===== config.mk =====
export PLATFORM = sky130hd
export DESIGN_NAME = lsq_agen
export DESIGN_NICKNAME = d
export VERILOG_FILES = /design/src/lsq_pkg.sv /design/src/lsq_agen.sv
export SDC_FILE = /design/constraint.sdc
export NUM_CORES = 1
export LEC_CHECK = 0
export ABC_AREA = 0
export BUFFER_PORTS_ARGS = -buffer_cell sky130_fd_sc_hd__buf_2
export CAP_MARGIN = 20
export CORE_MARGIN = 2
export CORE_UTILIZATION = 30
export DETAILED_ROUTE_END_ITERATION = 8
export SYNTH_ARGS = -nofsm -noshare
export SYNTH_HDL_FRONTEND = slang
export SYNTH_SLANG_ARGS = --single-unit

===== constraint.sdc =====
create_clock -name clock -period 3.3 [get_ports clock]
set_clock_uncertainty 0.15 [all_clocks]
set_input_delay 0.165 -clock clock [delete_from_list [all_inputs] [get_ports clock]]
set_output_delay 0.165 -clock clock [all_outputs]
set_load 0.01 [all_outputs]

===== src/lsq_pkg.sv =====
// load store queue shared types
package lsq_pkg;

	////////////////////////////////////////////////////////////
	// widths and depths
	////////////////////////////////////////////////////////////
	localparam int XLEN         = 64; // data and address width
	localparam int ROB_IDX_W    = 6;  // rob index incl wrap bit
	localparam int PRF_TAG_W    = 6;  // physical dest tag
	localparam int SQ_DEPTH_DEF = 8;  // default store queue depth
	localparam int LQ_DEPTH_DEF = 8;  // default load queue depth

	////////////////////////////////////////////////////////////
	// encodings
	////////////////////////////////////////////////////////////
	typedef enum logic [1:0] {
		OP_NONE  = 2'd0, // bubble
		OP_LOAD  = 2'd1,
		OP_STORE = 2'd2
	} lsq_op_e;

	// load slot life cycle
	typedef enum logic [1:0] {
		LQ_FREE     = 2'd0, // slot empty
		LQ_WAIT_REQ = 2'd1, // missed, request not yet sent
		LQ_WAIT_MEM = 2'd2  // request out, waiting on response
	} lq_state_e;

	////////////////////////////////////////////////////////////
	// stage payloads
	////////////////////////////////////////////////////////////

	// one op from dispatch, operands already ready
	typedef struct packed {
		lsq_op_e                op;
		logic [ROB_IDX_W-1:0]   rob_idx;
		logic [XLEN-1:0]        base;     // base register value
		logic [XLEN-1:0]        offset;   // sign extended displacement
		logic [XLEN-1:0]        data;     // store data
		logic [PRF_TAG_W-1:0]   dest_tag; // load destination
	} dispatch_t;

	// op after address generation
	typedef struct packed {
		lsq_op_e                op;
		logic [ROB_IDX_W-1:0]   rob_idx;
		logic [XLEN-1:0]        addr;     // effective address
		logic [XLEN-1:0]        data;
		logic [PRF_TAG_W-1:0]   dest_tag;
	} mem_op_t;

	// result broadcast to the prf
	typedef struct packed {
		logic                   valid;
		logic [PRF_TAG_W-1:0]   dest_tag;
		logic [XLEN-1:0]        data;
	} result_t;

	// committed store going to memory
	typedef struct packed {
		logic                   valid;
		logic [XLEN-1:0]        addr;
		logic [XLEN-1:0]        data;
	} mem_wr_t;

endpackage


===== src/lsq_agen.sv =====
// load store address generation
`timescale 1ns/1ps

module lsq_agen (
	input  logic                clock,
	input  logic                reset,
	input  lsq_pkg::dispatch_t  dispatch, // one op per cycle, strobe
	output lsq_pkg::mem_op_t    agen_op   // registered op with address
);
	import lsq_pkg::*;

	logic [XLEN-1:0] eff_addr;

	// base plus displacement
	// no translation, address goes straight to the queues
	assign eff_addr = dispatch.base + dispatch.offset;

	////////////////////////////////////////////////////////////
	// dispatch register
	////////////////////////////////////////////////////////////
	always_ff @(posedge clock) begin
		// payload follows dispatch every cycle
		agen_op.rob_idx  <= dispatch.rob_idx;
		agen_op.addr     <= eff_addr;
		agen_op.data     <= dispatch.data;     // only meaningful for stores
		agen_op.dest_tag <= dispatch.dest_tag; // only meaningful for loads

		// op decides whether the slot holds anything
		if (reset) begin
			agen_op.op <= OP_NONE;
		end else begin
			agen_op.op <= dispatch.op; // bubble when dispatch idle
		end
	end

	// store queue sees this op one cycle after dispatch
	// load queue sees it together with the miss flag
	// so a store here is visible to a load one cycle behind

endmodule


==> reports/metrics.cfg <==
[logic_synthesis]
synth_xor_area_frac = 0.0786
synth.avg_cell_area_um2 = 9.62
synth_area_leaders = dfxtp_1, ha_1, a21oi_1
yosys-top-cells-count = dfxtp_1, a21oi_1, ha_1
synthAdderAreaFrac = 0.121
synth_edf_count = 0
ys_types = 72
yosys.area_share.simple = 0.130
synth_area_leader_cell = dfxtp_1
synth_compound_area_frac = 0.218
synth_warnings = 0
syn_nets = 967
synth-async-reset-ratio = 0
synth-seq-cells = 142
syn_area_um2 = 6690
muxShareOfSynthArea = 0
yosysMostFrequentCell = dfxtp_1
synth_ff_type = dfxtp_1
yosysTopAreaCellShare = 0.425
synth_top_family_by_area = compound AO/OA/AOI/OAI gates
synth_cells = 695
yosysSeqAreaShare = 0.425

[die]
fp.dieW_um = 153
coreArea_um2 = 21800
dieArea_um2 = 23500
ios = 350
rows = 54
die_h_um = 153
initial_core_util = 0.306

[global_route]
grt_pass1_vias = 6845
track_usage = 0.196
overflow = 0
grt_antenna_before_repair = 1
grt_pass1_wl_mm = 36.4
grt_max_degree = 19

[clocking]
post-cts-setup-buffers = 0
cts.sinks = 142
cts_tree = yes
cts_root_buf = clkbuf_16
cts_buffer_depth = 2
cts_buffers = 17
path_clk_slew_ns = 0.07
htreeDepth = 4

[final_layout]
utilization = 0.472
fin_nets = 1415
final_area_um2 = 10300
top_register = agen_op
largestRegisters = agen_op: 142 flops
layout-drive-gt1-share = 0.355
fin_cells = 1437
fill_cells = 2105
syn2layout_area_growth_pct = 53.9
multi_input_area_um2 = 3690
area.sequential_um2 = 2840
largest_reg_flops = 142

[timing]
min_period_over_period = 0.940
period_needed_ns = 3.10
setup_viol = 0
fin_tns_setup_ns = 0
hold_viol = 0
setup_slack_ns = 0.198
tightest_slew_ns = 0.570
holdWs_ns = 0.0200
max_freq_mhz = 322
drv_slew = 0
relSlewSlack = 0.616

[placement]
placed_area_um2 = 8680
io_buffers = 349
place_ws_ns = 0.220
dp_hpwl_mm = 18.5
place_congestion = 0.937
place_inst = 1307

[critical_path]
cp_common_cell = a21oi_1
worstPathRequired_ns = 3.50
slowest_delay_ns = 0.54
slowest_stage = dlygate4sd3_1
cp.arrival_ns = 3.30
cp_max_fo = 3
startpoint_type = input pin
cp_cell_sequence = dlygate4sd3_1 -> buf_2 -> ha_1 -> fa_1 -> a21oi_1 -> nor2_1 -> nor4_4 -> nor2_1 -> a21oi_4 -> a21oi_1 -> or3_1 -> a21oi_1 -> xnor2_1
worstSetupPathType = in -> reg
critPathCaptureType = register

[drt]
wl_mm = 23.6
vias_per_cell = 4.72
drcViolationCount = 0
wl_per_cell_um = 16.4
drtPass1Iterations = 5
route.vias.total = 6783
ant_nets = 0
drtIter0Drc = 314

[min_path]
whs_path_depth = 4
hp-class = in -> reg

[pwr]
p_per_area_nw_per_um2 = 526
peakVddDrop_v = 0.000257
total_power_mw = 5.41
leakage_nw = 4.96

[job]
max-cap-violations = 0

[run_status]
outcome = finished, final reports clean

-- final timing paths --
path      endpoint          start
max   agen_op[118]  dispatch[134]
min    agen_op[87]  dispatch[150]
-- cells by family (layout without fill, tap and decap cells) --
kind of cell / Yosys count / after routing
buffers and inverters: 34 / 495
XOR/XNOR: 60 / 60
adder cells (fa/ha/maj): 64 / 64
AO/OA/AOI/OAI: 221 / 221
AND/OR/NAND/NOR: 174 / 174
other: 0 / 1
flip-flops: 142 / 142
-- worst max-delay path, delay by kind of cell --
kind	cells	cell delay, ns
adder cells (fa/ha/maj)	2	0.62
buffers and inverters	2	0.67
AO/OA/AOI/OAI	4	0.74
XOR/XNOR	1	0.13
AND/OR/NAND/NOR	4	0.97
-- layer usage --
metal	wire, µm	share of wire	global-route usage
met1	10200	0.43	0.243
met2	11500	0.49	0.332
met4	488	0.021	0.0666
met5	0	0	0
met3	1430	0.060	0.0471
-- cell type report --
class	instances	share of cell area
clock buffer	17	0.0413
multi-input combinational	519	0.358
clock inverter	15	0.0184
antenna	1	0.000243
tap	280	0.0340
sequential	142	0.276
inverter	13	0.00474
timing repair buffer	450	0.267
-- timing repair --
item | CTS | global route
endpoints found under the hold margin | 89 | 0
setup endpoints to repair | 0 | 6
hold buffers | 97 | 0
resized for setup | 0 | 4
-- where the power goes --
group / internal, mW / total, mW / switching (mW)
Combinational: 0.660 / 1.45 / 0.785
Sequential: 1.94 / 2.01 / 0.0632
Clock: 1.03 / 1.96 / 0.928
Total: 3.64 / 5.41 / 1.78
-- cell usage in the layout (no fill, tap or decap), drive strengths merged, types with 3 or more instances in the layout --
cell | Yosys | routed
a211oi | 3 | 3
a21boi | 6 | 6
a21o | 34 | 34
a21oi | 81 | 81
a31oi | 9 | 9
a41oi | 3 | 3
and2 | 5 | 5
and3 | 8 | 8
buf | 9 | 353
clkbuf | 12 | 17
clkinv | 0 | 9
dfxtp | 142 | 142
dlygate4sd3 | 0 | 97
ha | 63 | 63
inv | 13 | 19
nand2 | 48 | 48
nand2b | 4 | 4
nand3 | 18 | 18
nand3b | 4 | 4
nand4 | 18 | 18
nor2 | 41 | 41
nor2b | 8 | 8
nor3 | 6 | 6
nor4 | 3 | 3
o211ai | 4 | 4
o21a | 6 | 6
o21ai | 42 | 42
o21bai | 12 | 12
o311ai | 3 | 3
o31a | 3 | 3
or2 | 3 | 3
or3 | 3 | 3
xnor2 | 38 | 38
xor2 | 22 | 22
No activity file was read; power rests on OpenSTA's default activity.
